===== src/debug_pkg.sv =====
package debug_pkg;

    //////////////////////////////////////////////////
    // Base types.
    //////////////////////////////////////////////////

    typedef logic [7:0]  byte_t;                // One UART byte.
    typedef logic [31:0] word_t;                // Instruction or dump word.

    localparam word_t HALT_WORD  = '1;          // End of program marker.
    localparam byte_t READY_BYTE = 8'h01;       // Sent after the soft reset.

    //////////////////////////////////////////////////
    // Host commands and control states.
    //////////////////////////////////////////////////

    typedef enum logic [2:0] {
        CMD_NONE,                               // No byte this cycle.
        CMD_RESET,                              // 0x00.
        CMD_LOAD,                               // 0x01.
        CMD_RUN,                                // 0x03.
        CMD_STEP,                               // 0x07.
        CMD_ACK,                                // 0x08, 0x10, 0x18, 0x20.
        CMD_OTHER
    } host_cmd_t;

    typedef enum logic [2:0] {
        ST_IDLE,
        ST_SOFT_RESET,
        ST_WAIT_HOST,
        ST_LOAD,
        ST_WAIT_START,
        ST_RUN,
        ST_DUMP
    } ctrl_state_t;

    //////////////////////////////////////////////////
    // Bundles between the blocks.
    //////////////////////////////////////////////////

    typedef struct packed {
        logic      valid;                       // One-cycle byte strobe.
        byte_t     data;
        host_cmd_t cmd;
    } rx_event_t;

    typedef struct packed {
        logic  start;                           // Level request to the UART.
        byte_t data;
    } tx_req_t;

    typedef struct packed {
        logic  write;                           // Single-cycle write pulse.
        word_t data;
    } prog_write_t;

endpackage


===== src/rx_command_decoder.sv =====
module rx_command_decoder (
    input  logic                  i_clock,
    input  logic                  i_reset,
    input  logic                  i_rx_done,
    input  debug_pkg::byte_t      i_data_rx,
    output debug_pkg::rx_event_t  o_rx_event
);

    localparam debug_pkg::byte_t BYTE_RESET = 8'h00;
    localparam debug_pkg::byte_t BYTE_LOAD  = 8'h01;
    localparam debug_pkg::byte_t BYTE_RUN   = 8'h03;
    localparam debug_pkg::byte_t BYTE_STEP  = 8'h07;
    localparam debug_pkg::byte_t BYTE_ACK0  = 8'h08;
    localparam debug_pkg::byte_t BYTE_ACK1  = 8'h10;
    localparam debug_pkg::byte_t BYTE_ACK2  = 8'h18;
    localparam debug_pkg::byte_t BYTE_ACK3  = 8'h20;

    logic rx_done_q;                            // Done level of the last cycle.
    logic rx_fall;

    always_ff @(posedge i_clock) begin
        if (!i_reset) begin
            rx_done_q <= 1'b0;
        end else begin
            rx_done_q <= i_rx_done;
        end
    end

    assign rx_fall = rx_done_q & ~i_rx_done;    // Falling edge of done.

    always_comb begin
        o_rx_event.valid = rx_fall;
        o_rx_event.data  = i_data_rx;
        if (!rx_fall) begin
            o_rx_event.cmd = debug_pkg::CMD_NONE;
        end else begin
            case (i_data_rx)
                BYTE_RESET: o_rx_event.cmd = debug_pkg::CMD_RESET;
                BYTE_LOAD:  o_rx_event.cmd = debug_pkg::CMD_LOAD;
                BYTE_RUN:   o_rx_event.cmd = debug_pkg::CMD_RUN;
                BYTE_STEP:  o_rx_event.cmd = debug_pkg::CMD_STEP;
                BYTE_ACK0, BYTE_ACK1, BYTE_ACK2, BYTE_ACK3: o_rx_event.cmd = debug_pkg::CMD_ACK;
                default:    o_rx_event.cmd = debug_pkg::CMD_OTHER;
            endcase
        end
    end

endmodule


===== src/program_loader.sv =====
module program_loader #(
    parameter int PROG_ADDR_WIDTH = 10
) (
    input  logic                        i_clock,
    input  logic                        i_reset,
    input  logic                        i_load_active,
    input  debug_pkg::rx_event_t        i_rx_event,
    output debug_pkg::prog_write_t      o_prog,
    output logic [PROG_ADDR_WIDTH-1:0]  o_prog_addr,
    output logic                        o_halt_seen
);

    logic [1:0]                 byte_cnt;       // Bytes of the current word.
    logic                       word_done;      // Fourth byte came in last cycle.
    logic [PROG_ADDR_WIDTH-1:0] addr_q;
    debug_pkg::word_t           word_q;         // Assembly register, MSB first.
    logic                       is_halt;
    logic                       take_byte;

    assign take_byte = i_load_active & i_rx_event.valid;
    assign is_halt   = (word_q == debug_pkg::HALT_WORD);

    //////////////////////////////////////////////////
    // Byte counter, word flag and write address.
    //////////////////////////////////////////////////

    always_ff @(posedge i_clock) begin
        if (!i_reset) begin
            byte_cnt  <= 2'd0;
            word_done <= 1'b0;
            addr_q    <= '0;
        end else if (!i_load_active) begin
            byte_cnt  <= 2'd0;                  // Start clean on every load.
            word_done <= 1'b0;
            addr_q    <= '0;
        end else begin
            word_done <= take_byte && (byte_cnt == 2'd3);
            if (take_byte) begin
                byte_cnt <= byte_cnt + 2'd1;
            end
            if (word_done && !is_halt) begin
                addr_q <= addr_q + 1'b1;        // Next slot after the write.
            end
        end
    end

    //////////////////////////////////////////////////
    // Shift register.
    //////////////////////////////////////////////////

    always_ff @(posedge i_clock) begin
        if (take_byte) begin
            word_q <= {word_q[23:0], i_rx_event.data};
        end
    end

    always_comb begin
        o_prog.write = word_done & ~is_halt;
        o_prog.data  = word_q;
    end

    assign o_prog_addr = addr_q;
    assign o_halt_seen = word_done & is_halt;   // HALT itself is never written.

endmodule


===== src/dump_serializer.sv =====
module dump_serializer #(
    parameter  int DUMP_WORDS     = 12,
    localparam int DUMP_SEL_WIDTH = $clog2(DUMP_WORDS)
) (
    input  logic                       i_clock,
    input  logic                       i_reset,
    input  logic                       i_dump_active,
    input  debug_pkg::rx_event_t       i_rx_event,
    input  debug_pkg::word_t           i_dump_word,
    output logic [DUMP_SEL_WIDTH-1:0]  o_dump_select,
    output debug_pkg::tx_req_t         o_tx,
    output logic                       o_done
);

    logic [DUMP_SEL_WIDTH-1:0] word_idx;
    logic [1:0]                byte_pos;        // 0 is the most significant byte.
    logic [2:0]                ack_num;
    logic                      ack_ok;
    logic                      last_byte;

    assign ack_num   = {1'b0, byte_pos} + 3'd1;
    assign ack_ok    = i_dump_active && (i_rx_event.cmd == debug_pkg::CMD_ACK)
                       && (i_rx_event.data == {2'b00, ack_num, 3'b000}); // 0x08 per step.
    assign last_byte = (byte_pos == 2'd3)
                       && (word_idx == DUMP_SEL_WIDTH'(DUMP_WORDS - 1));

    always_ff @(posedge i_clock) begin
        if (!i_reset || !i_dump_active) begin
            word_idx <= '0;
            byte_pos <= 2'd0;
        end else if (ack_ok) begin
            byte_pos <= byte_pos + 2'd1;        // Wraps to the next word.
            if (last_byte) begin
                word_idx <= '0;
            end else if (byte_pos == 2'd3) begin
                word_idx <= word_idx + 1'b1;
            end
        end
    end

    always_comb begin
        o_tx.start = i_dump_active;
        case (byte_pos)
            2'd0:    o_tx.data = i_dump_word[31:24];
            2'd1:    o_tx.data = i_dump_word[23:16];
            2'd2:    o_tx.data = i_dump_word[15:8];
            default: o_tx.data = i_dump_word[7:0];
        endcase
    end

    assign o_dump_select = word_idx;
    assign o_done        = ack_ok & last_byte;

endmodule


===== src/debug_control.sv =====
module debug_control (
    input  logic                  i_clock,
    input  logic                  i_reset,
    input  debug_pkg::rx_event_t  i_rx_event,
    input  logic                  i_soft_reset_ack,
    input  logic                  i_halt,
    input  logic                  i_halt_seen,
    input  logic                  i_dump_done,
    input  debug_pkg::tx_req_t    i_dump_tx,
    output debug_pkg::tx_req_t    o_tx,
    output logic                  o_soft_reset,
    output logic                  o_load_active,
    output logic                  o_dump_active,
    output logic                  o_enable_pc,
    output logic                  o_enable_pipeline
);

    debug_pkg::ctrl_state_t state_q;
    debug_pkg::ctrl_state_t state_d;
    logic                   step_mode_q;        // Set for single-step runs.
    logic                   halted_q;           // HALT reached in this run.
    logic                   run_enable;
    logic                   start_cmd;

    assign start_cmd = (i_rx_event.cmd == debug_pkg::CMD_RUN)
                       || (i_rx_event.cmd == debug_pkg::CMD_STEP);

    //////////////////////////////////////////////////
    // State register and run flags.
    //////////////////////////////////////////////////

    always_ff @(posedge i_clock) begin
        if (!i_reset) begin
            state_q     <= debug_pkg::ST_IDLE;
            step_mode_q <= 1'b0;
            halted_q    <= 1'b0;
        end else begin
            state_q <= state_d;
            if (state_q == debug_pkg::ST_WAIT_START) begin
                halted_q <= 1'b0;
                if (start_cmd) begin
                    step_mode_q <= (i_rx_event.cmd == debug_pkg::CMD_STEP);
                end
            end else if (state_q == debug_pkg::ST_RUN || state_q == debug_pkg::ST_DUMP) begin
                halted_q <= halted_q | i_halt;
            end
        end
    end

    //////////////////////////////////////////////////
    // Next state.
    //////////////////////////////////////////////////

    always_comb begin
        state_d = state_q;
        case (state_q)
            debug_pkg::ST_IDLE: begin
                if (i_rx_event.cmd == debug_pkg::CMD_RESET) state_d = debug_pkg::ST_SOFT_RESET;
            end
            debug_pkg::ST_SOFT_RESET: begin
                if (!i_soft_reset_ack) state_d = debug_pkg::ST_WAIT_HOST;
            end
            debug_pkg::ST_WAIT_HOST: begin
                if (i_rx_event.cmd == debug_pkg::CMD_LOAD) state_d = debug_pkg::ST_LOAD;
            end
            debug_pkg::ST_LOAD: begin
                if (i_halt_seen) state_d = debug_pkg::ST_WAIT_START;
            end
            debug_pkg::ST_WAIT_START: begin
                if (start_cmd) state_d = debug_pkg::ST_RUN;
            end
            debug_pkg::ST_RUN: begin
                if (step_mode_q || i_halt) state_d = debug_pkg::ST_DUMP; // One cycle in step mode.
            end
            debug_pkg::ST_DUMP: begin
                if (i_dump_done) begin
                    if (!step_mode_q || halted_q || i_halt) begin
                        state_d = debug_pkg::ST_IDLE;
                    end else begin
                        state_d = debug_pkg::ST_WAIT_START;
                    end
                end
            end
            default: state_d = debug_pkg::ST_IDLE;
        endcase
    end

    //////////////////////////////////////////////////
    // Level outputs.
    //////////////////////////////////////////////////

    assign run_enable = (state_q == debug_pkg::ST_RUN) && (step_mode_q || !i_halt);

    always_comb begin
        case (state_q)
            debug_pkg::ST_WAIT_HOST: o_tx = '{start: 1'b1, data: debug_pkg::READY_BYTE};
            debug_pkg::ST_DUMP:      o_tx = i_dump_tx;
            default:                 o_tx = '0;
        endcase
    end

    assign o_soft_reset      = (state_q != debug_pkg::ST_SOFT_RESET); // Active low.
    assign o_load_active     = (state_q == debug_pkg::ST_LOAD);
    assign o_dump_active     = (state_q == debug_pkg::ST_DUMP);
    assign o_enable_pc       = run_enable;
    assign o_enable_pipeline = run_enable;

endmodule


===== src/debug_top.sv =====
module debug_top #(
    parameter  int PROG_ADDR_WIDTH = 10,
    parameter  int DUMP_WORDS      = 12,
    localparam int DUMP_SEL_WIDTH  = $clog2(DUMP_WORDS)
) (
    input  logic                        i_clock,
    input  logic                        i_reset,
    input  logic                        i_rx_done,
    input  debug_pkg::byte_t            i_data_rx,
    input  logic                        i_soft_reset_ack,
    input  logic                        i_halt,
    input  debug_pkg::word_t            i_dump_word,
    output debug_pkg::tx_req_t          o_tx,
    output logic                        o_soft_reset,
    output debug_pkg::prog_write_t      o_prog,
    output logic [PROG_ADDR_WIDTH-1:0]  o_prog_addr,
    output logic                        o_enable_pc,
    output logic                        o_enable_pipeline,
    output logic [DUMP_SEL_WIDTH-1:0]   o_dump_select
);

    debug_pkg::rx_event_t rx_event;             // Shared by all three consumers.
    debug_pkg::tx_req_t   dump_tx;
    logic                 load_active;
    logic                 dump_active;
    logic                 halt_seen;
    logic                 dump_done;

    rx_command_decoder rx_command_decoder_i (
        .i_clock    (i_clock),
        .i_reset    (i_reset),
        .i_rx_done  (i_rx_done),
        .i_data_rx  (i_data_rx),
        .o_rx_event (rx_event)
    );

    program_loader #(
        .PROG_ADDR_WIDTH (PROG_ADDR_WIDTH)
    ) program_loader_i (
        .i_clock       (i_clock),
        .i_reset       (i_reset),
        .i_load_active (load_active),
        .i_rx_event    (rx_event),
        .o_prog        (o_prog),
        .o_prog_addr   (o_prog_addr),
        .o_halt_seen   (halt_seen)
    );

    dump_serializer #(
        .DUMP_WORDS (DUMP_WORDS)
    ) dump_serializer_i (
        .i_clock       (i_clock),
        .i_reset       (i_reset),
        .i_dump_active (dump_active),
        .i_rx_event    (rx_event),
        .i_dump_word   (i_dump_word),
        .o_dump_select (o_dump_select),
        .o_tx          (dump_tx),
        .o_done        (dump_done)
    );

    debug_control debug_control_i (
        .i_clock           (i_clock),
        .i_reset           (i_reset),
        .i_rx_event        (rx_event),
        .i_soft_reset_ack  (i_soft_reset_ack),
        .i_halt            (i_halt),
        .i_halt_seen       (halt_seen),
        .i_dump_done       (dump_done),
        .i_dump_tx         (dump_tx),
        .o_tx              (o_tx),
        .o_soft_reset      (o_soft_reset),
        .o_load_active     (load_active),
        .o_dump_active     (dump_active),
        .o_enable_pc       (o_enable_pc),
        .o_enable_pipeline (o_enable_pipeline)
    );

endmodule


===== config.mk =====
export PLATFORM = sky130hd
export DESIGN_NAME = debug_top
export DESIGN_NICKNAME = d
export VERILOG_FILES = /design/src/debug_pkg.sv /design/src/rx_command_decoder.sv /design/src/program_loader.sv /design/src/dump_serializer.sv /design/src/debug_control.sv /design/src/debug_top.sv
export SDC_FILE = /design/constraint.sdc
export NUM_CORES = 1
export LEC_CHECK = 0
export CAP_MARGIN = 40
export CORE_ASPECT_RATIO = 1.5
export CORE_MARGIN = 4
export CORE_UTILIZATION = 45
export CTS_BUF_LIST = sky130_fd_sc_hd__clkbuf_4 sky130_fd_sc_hd__clkbuf_8 sky130_fd_sc_hd__clkbuf_16
export DETAILED_ROUTE_END_ITERATION = 12
export DONT_BUFFER_PORTS = 1
export PLACE_DENSITY = 0.57
export SYNTH_ARGS = -nofsm -noshare
export SYNTH_HDL_FRONTEND = slang
export SYNTH_HIERARCHICAL = 1
export SYNTH_SLANG_ARGS = --single-unit

===== constraint.sdc =====
create_clock -name i_clock -period 4.25 [get_ports i_clock]
set_input_delay 0.2125 -clock i_clock [delete_from_list [all_inputs] [get_ports i_clock]]
set_output_delay 0.2125 -clock i_clock [all_outputs]
set_load 0.05 [all_outputs]

# After elaboration in Yosys (flattened, before gate mapping)
# Index checks and enable logic that the tools add are counted.
# op_classes
addsub,5
mul,0
n_div,0
n_lt_le_gt_ge,0
n_eq_ne,33
shift,0
muxes,15
bitwise_logic,9
reduce_logical,28
# ops
cell,n
== test 32 bit (second input constant),1
2-to-1 mux 3 bit,9
one-hot mux 8 bit (3 select lines),1
one-hot mux 3 bit (7 select lines),1
one-hot mux 9 bit (2 select lines),1
== test 8 x 5 -> 1 bit (second input constant),2
== test 3 bit (second input constant),5
one-hot mux 3 bit (5 select lines),1
== test 3 x 2 -> 1 bit (second input constant),4
inequality test 2 x 1 -> 1 bit (second input constant),6
adder 10 x 1 -> 10 bit (second input constant),1
== test 8 x 1 -> 1 bit (second input constant),1
== test 8 x 2 -> 1 bit (second input constant),1
== test 8 x 3 -> 1 bit (second input constant),1
== test 8 x 4 -> 1 bit (second input constant),1
== test 8 x 6 -> 1 bit,1
== test 8 x 6 -> 1 bit (second input constant),1
zero test 8 bit,1
2-to-1 mux 4 bit,2
logical OR 1 bit,7
AND reduction 7 bit,1
== test 2 bit (second input constant),3
== test 3 x 1 -> 1 bit (second input constant),2
logical AND 1 bit,6
other kinds (17),30
# totals
reg_bits,57
latchBits,0
ram_bits,0
rom_bits,0
inputBits,45
output_inout_bits,59
wordCells,100
memories,0

# Logic depth before layout (Yosys ltp)
# depth
depth_word,10
mapped_depth,10
mapped_depth_nobuf,10

# Modules after synthesis
# Netlist, hierarchy kept.
# by_module_without_submodules
mod,n_inst,cells_per_inst,area_per_inst_um2,seq_area_each_um2
program_loader,1,115,1687.9,1221.2
dump_serializer,1,84,689.4,120.1
debug_control,1,61,476.7,100.1
rx_command_decoder,1,27,196.4,20.0

# Worst setup path after synthesis
# Ideal clock, no wire load.
# synth_timing
path_kind,flip-flop to flip-flop
from,register rx_command_decoder_i.rx_done_q
to,register debug_control_i.state_q[2]
setup_time_ns,0.123
arrival_ns,2.322
required_ns,4.127
setup_slack_ns,1.805
stages_incl_launch_ff,11
path_buffers,0
period_less_slack_ns,2.445
path_cell_list,dfxtp_1 -> nand2b_4 -> or4_1 -> a21oi_1 -> and3b_1 -> nand2_1 -> nor4_1 -> a21oi_1 -> a221o_1 -> o31ai_1 -> a21boi_1
# synth_rtl
item,line,source
from (decl),rx_command_decoder.sv:18,logic rx_done_q;
from (signal assigned),rx_command_decoder.sv:25,rx_done_q <= i_rx_done;
to (signal assigned),debug_control.sv:34,state_q <= debug_pkg::ST_IDLE;
to (signal assigned),debug_control.sv:38,state_q <= state_d;
to (decl),debug_control.sv:18,debug_pkg::ctrl_state_t state_q;

# Final worst setup path
# layout_timing
from,register debug_control_i.state_q[2]
to,register debug_control_i.state_q[2]
# layout_via
elab_chain_len,6
word_cells_on_any_way,19
cone_classes,eq/ne: 13; mux: 1; bitwise: 1; reduce/logical: 4
# layout_rtl
item,line,source
== test 3 bit,debug_control.sv:104,assign o_dump_active = (state_q == debug_pkg::ST_DUMP);
named net dump_active,debug_top.sv:25,logic dump_active;
logical AND 1 bit,dump_serializer.sv:22,assign ack_ok = i_dump_active && (i_rx_event.cmd == debug_pkg::CMD_ACK)
logical AND 1 bit,dump_serializer.sv:23,"&& (i_rx_event.data == {2'b00, ack_num, 3'b000});"
bitwise AND 1 bit,dump_serializer.sv:52,assign o_done = ack_ok & last_byte;
named net dump_done,debug_top.sv:27,logic dump_done;
inequality test 2 x 1 -> 1 bit (no line),n/a,
AND reduction 7 bit (no line),n/a,
# The timed path passes the listed nets, and every way through them passes these cells.
# A chain may end at the register's enable or synchronous reset.

==> results by group <==
Job
  – Number of max-cap violations: 0

Finish
  – Ant diodes: 0
  – Layout Nets: ~350
  – Final Cell Area: around 3400 sq um
  – Fin util: 0.516
  – Ratio of cells with drive above 1 in the final layout: 0.127
  – Fillcell total: 607
  – Area growth syn-to-layout: 10.6%

Die
  – Die H: around 110 microns
  – Core area: roughly 6500 sq um
  – Initial Util: 0.467
  – Die extent in x: 75.2 microns
  – Std-Cell Rows: 36
  – I/O pin total: approximately 100
  – Die footprint: around 8000 sq um

Place
  – Placer Congestion: roughly 0.83
  – Dpl hpwl: 4990 microns
  – Port Buffer Count: 0
  – Dpl ws: between 1 and 1.5 ns
  – DP Area: 3080 sq um

STA
  – Slew HR: 0.551
  – Clock Skew: approximately 0.005 ns
  – Fin crit period: just under 3 ns
  – Final setup fails: 0
  – Worst slew pin tran: roughly 0.67 ns
  – Final Cycle Share: 0.696
  – FMAX: ~340 MHz
  – Final setup TNS: 0 ns
  – RSZ-0062 raised after global routing: false
  – Setup ws final: around 1.3 ns
  – Slew Limit Fails: 0
  – Hold Violations, Final: 0

Detailed routing
  – Wirelength per Cell: roughly 18 microns
  – Drc violations: 0
  – Initial DRC count: 92
  – Total Wirelength: about 6800 microns
  – Post-DR vias/cell: 6.07
  – Drt pass-1 iters: 4
  – Remaining antenna violation count: 0
  – DR vias: between 2k and 2.5k

Global route
  – Initial antenna violation count: 0
  – First-pass GRT wire length: between 10000 and 15000 microns
  – Vias in the first global route: ~2.4k
  – GR Overflow Total: 0
  – Largest net degree at the start of global routing: 33
  – Total GRT Usage: 0.174

Power
  – PwrDens: between 300 and 400 nW/um^2
  – Leak pwr: roughly 1.2 nW
  – Tot Pwr: between 0.001 and 0.0015 W
  – Peak supply drop: 0.000138 V

Worst setup path
  – Critical path required time: approximately 4.5 ns
  – CP endpoint kind: flip-flop
  – CP Max Fanout: 14
  – Critical Path Start Type: flip-flop
  – Worst setup path category: reg -> reg
  – Critical Path AT: around 3.2 ns

Synth
  – Synth top area share: 0.315
  – Number of enable flip-flop cells after synthesis: 32
  – Yosys Warn Count: 6
  – Mean Syn Cell Area: ~11 sq um
  – Sequential share of the synthesized area: 0.479
  – Post-synth top area cell: edfxtp_1
  – #FFs+latches synth: 57
  – Asr flop ratio synth: 0
  – Syn nets: between 300 and 400
  – Synth Flop Type: edfxtp_1
  – Synth unique cells: between 60 and 70
  – Leading post-synthesis cells by cell area: edfxtp_1 (32%), dfxtp_1 (16%), mux2i_1 (3.6%)
  – Mapped Cells: ~290
  – Post-synthesis cell area: 3050 sq um

CTS
  – Postcts setup bufs: 0
  – CTS Buffer Depth: 2
  – Clock-pin slew on the worst setup and hold paths: about 0.060 ns
  – Sink Count: 57
  – CTS root buffer: clkbuf_8
  – CTS tree: yes
  – Worst-Skew Late Latency: ~0.33 ns
  – CTS Buf Count: 9
  – Htree depth: 3

Worst hold path
  – Worst Hold Class: in -> reg

Run status
  – Status: complete, no violations
-- Yosys cell counts (2+ instances only) --
| library cell | n |
|---|---|
| buf_4 | 12 |
| a31o_1 | 2 |
| dfxtp_1 | 25 |
| nand3b_1 | 2 |
| a21oi_1 | 14 |
| xor2_1 | 3 |
| or3_1 | 3 |
| nor2_1 | 17 |
| a222oi_1 | 8 |
| nand3_1 | 7 |
| xnor2_1 | 3 |
| a21oi_2 | 3 |
| nor4_1 | 3 |
| buf_2 | 2 |
| nor3b_1 | 3 |
| nor2b_1 | 2 |
| nand2b_1 | 2 |
| o21ai_1 | 3 |
| and3_1 | 4 |
| clkbuf_1 | 3 |
| nand2_1 | 15 |
| ha_1 | 8 |
| o21ai_0 | 4 |
| nand4b_1 | 2 |
| edfxtp_1 | 32 |
| and2_1 | 15 |
| o31ai_1 | 4 |
| mux2i_1 | 11 |
| nand4_1 | 14 |
| a31oi_1 | 7 |
| inv_1 | 21 |
| a41o_1 | 2 |
| and4_1 | 2 |
-- critical path, stage by stage, from the launching register on --
cell and delay [ns]:
dfxtp_1 0.56, nor3b_4 0.56, nor4b_4 0.35, nand2_1 0.09
nor4_1 0.39, a21oi_1 0.16, a221o_1 0.39, o31ai_1 0.25
a21boi_1 0.09
-- path summary, 6_finish.rpt --
| kind | start | end | cells past startpoint | slack (ns) |
|---|---|---|---|---|
| hold reg to reg | program_loader_i/byte_cnt[1] | program_loader_i/byte_cnt[1] | 2 | 0.50 |
| setup / recovery | debug_control_i/state_q[2] | debug_control_i/state_q[2] | 8 | 1.29 |
| setup reg to reg | debug_control_i/state_q[2] | debug_control_i/state_q[2] | 8 | 1.29 |
| hold / removal | i_reset | debug_control_i/state_q[1] | 1 | 0.02 |
-- flip-flops by register name (all words and copies together) (netlist names) --
signal,count
program_loader_i/o_prog_addr,10
program_loader_i/byte_cnt,2
program_loader_i/word_done,1
program_loader_i/word_q,32
rx_command_decoder_i/rx_done_q,1
debug_control_i/state_q,3
debug_control_i/halted_q,1
dump_serializer_i/byte_pos,2
dump_serializer_i/o_dump_select,4
debug_control_i/step_mode_q,1
-- layer usage --
metal  global-route usage  routed length [microns]
met2                0.312                     3530
met3               0.0470                      634
met5                    0                        0
met4               0.0900                      186
met1                0.179                     2400
-- per-stage QoR --
| stage | hold slack [ns] | std cells |
|---|---|---|
| floorplan | 0.330 | 287 |
| global placement | 0.312 | 347 |
| detailed placement | 0.312 | 350 |
| CTS | 0.00127 | 376 |
| global route | 0.00996 | 376 |
| finish | 0.0227 | 376 |
-- cell usage in the layout, fill, tap and decap left out, types with 2 or more instances in the layout --
| cell | netlist | final |
|---|---|---|
| nor2b_1 | 2 | 2 |
| a41o_1 | 2 | 2 |
| nor3b_1 | 3 | 3 |
| dlygate4sd3_1 | 0 | 10 |
| nor2_1 | 17 | 17 |
| and3_1 | 4 | 4 |
| a31oi_1 | 7 | 7 |
| a222oi_1 | 8 | 8 |
| nand4_1 | 14 | 14 |
| ha_1 | 8 | 8 |
| o31ai_1 | 4 | 4 |
| nand2b_1 | 2 | 2 |
| and2_1 | 15 | 15 |
| a21oi_2 | 3 | 4 |
| inv_1 | 21 | 21 |
| edfxtp_1 | 32 | 32 |
| xor2_1 | 3 | 3 |
| nor4_1 | 3 | 3 |
| xnor2_1 | 3 | 3 |
| dfxtp_1 | 25 | 25 |
| mux2i_1 | 11 | 11 |
| o21ai_0 | 4 | 4 |
| or3_1 | 3 | 3 |
| clkbuf_8 | 0 | 9 |
| buf_4 | 12 | 4 |
| nand3_1 | 7 | 7 |
| nand2_1 | 15 | 15 |
| nand4b_1 | 2 | 2 |
| o21ai_1 | 3 | 3 |
| nand3b_1 | 2 | 2 |
| and4_1 | 2 | 2 |
| clkinvlp_4 | 0 | 2 |
| clkbuf_4 | 0 | 2 |
| a21oi_1 | 14 | 13 |
| a31o_1 | 2 | 2 |
-- final cells by class --
cell class / instances / area (sq um) / share of cell area
clock buffer: 11 / 139 / 0.0412
clock inverter: 5 / 58.8 / 0.0174
inverter: 22 / 83.8 / 0.0249
multi-input combinational: 190 / 1390 / 0.413
sequential: 57 / 1460 / 0.433
tap: 76 / 95.1 / 0.0282
timing repair buffer: 15 / 141 / 0.0419
-- where the power goes --
group | total, W | switching, W | internal, W
clock network | 0.000496 | 0.000213 | 0.000284
logic | 0.0000320 | 0.0000140 | 0.0000180
registers | 0.000580 | 0.00000165 | 0.000578
total | 0.00111 | 0.000228 | 0.000880
-- cells by family after synthesis --
kind of cell | count (synthesis) | share of synthesized area
simple gates | 106 | 0.224
xor+xnor | 6 | 0.0172
fa+ha+maj | 8 | 0.0328
flops | 57 | 0.479
compound gates | 59 | 0.145
buf+inv | 40 | 0.0652
mux | 11 | 0.0361
-- what timing repair did --
| action | in CTS | in global routing |
|---|---|---|
| hold buffers | 10 | 0 |
| endpoints found under the setup margin | 0 | 0 |
| endpoints found under the hold margin | 10 | 0 |
| gates resized for setup | 0 | 0 |
Power figures use the tool's default switching activity.
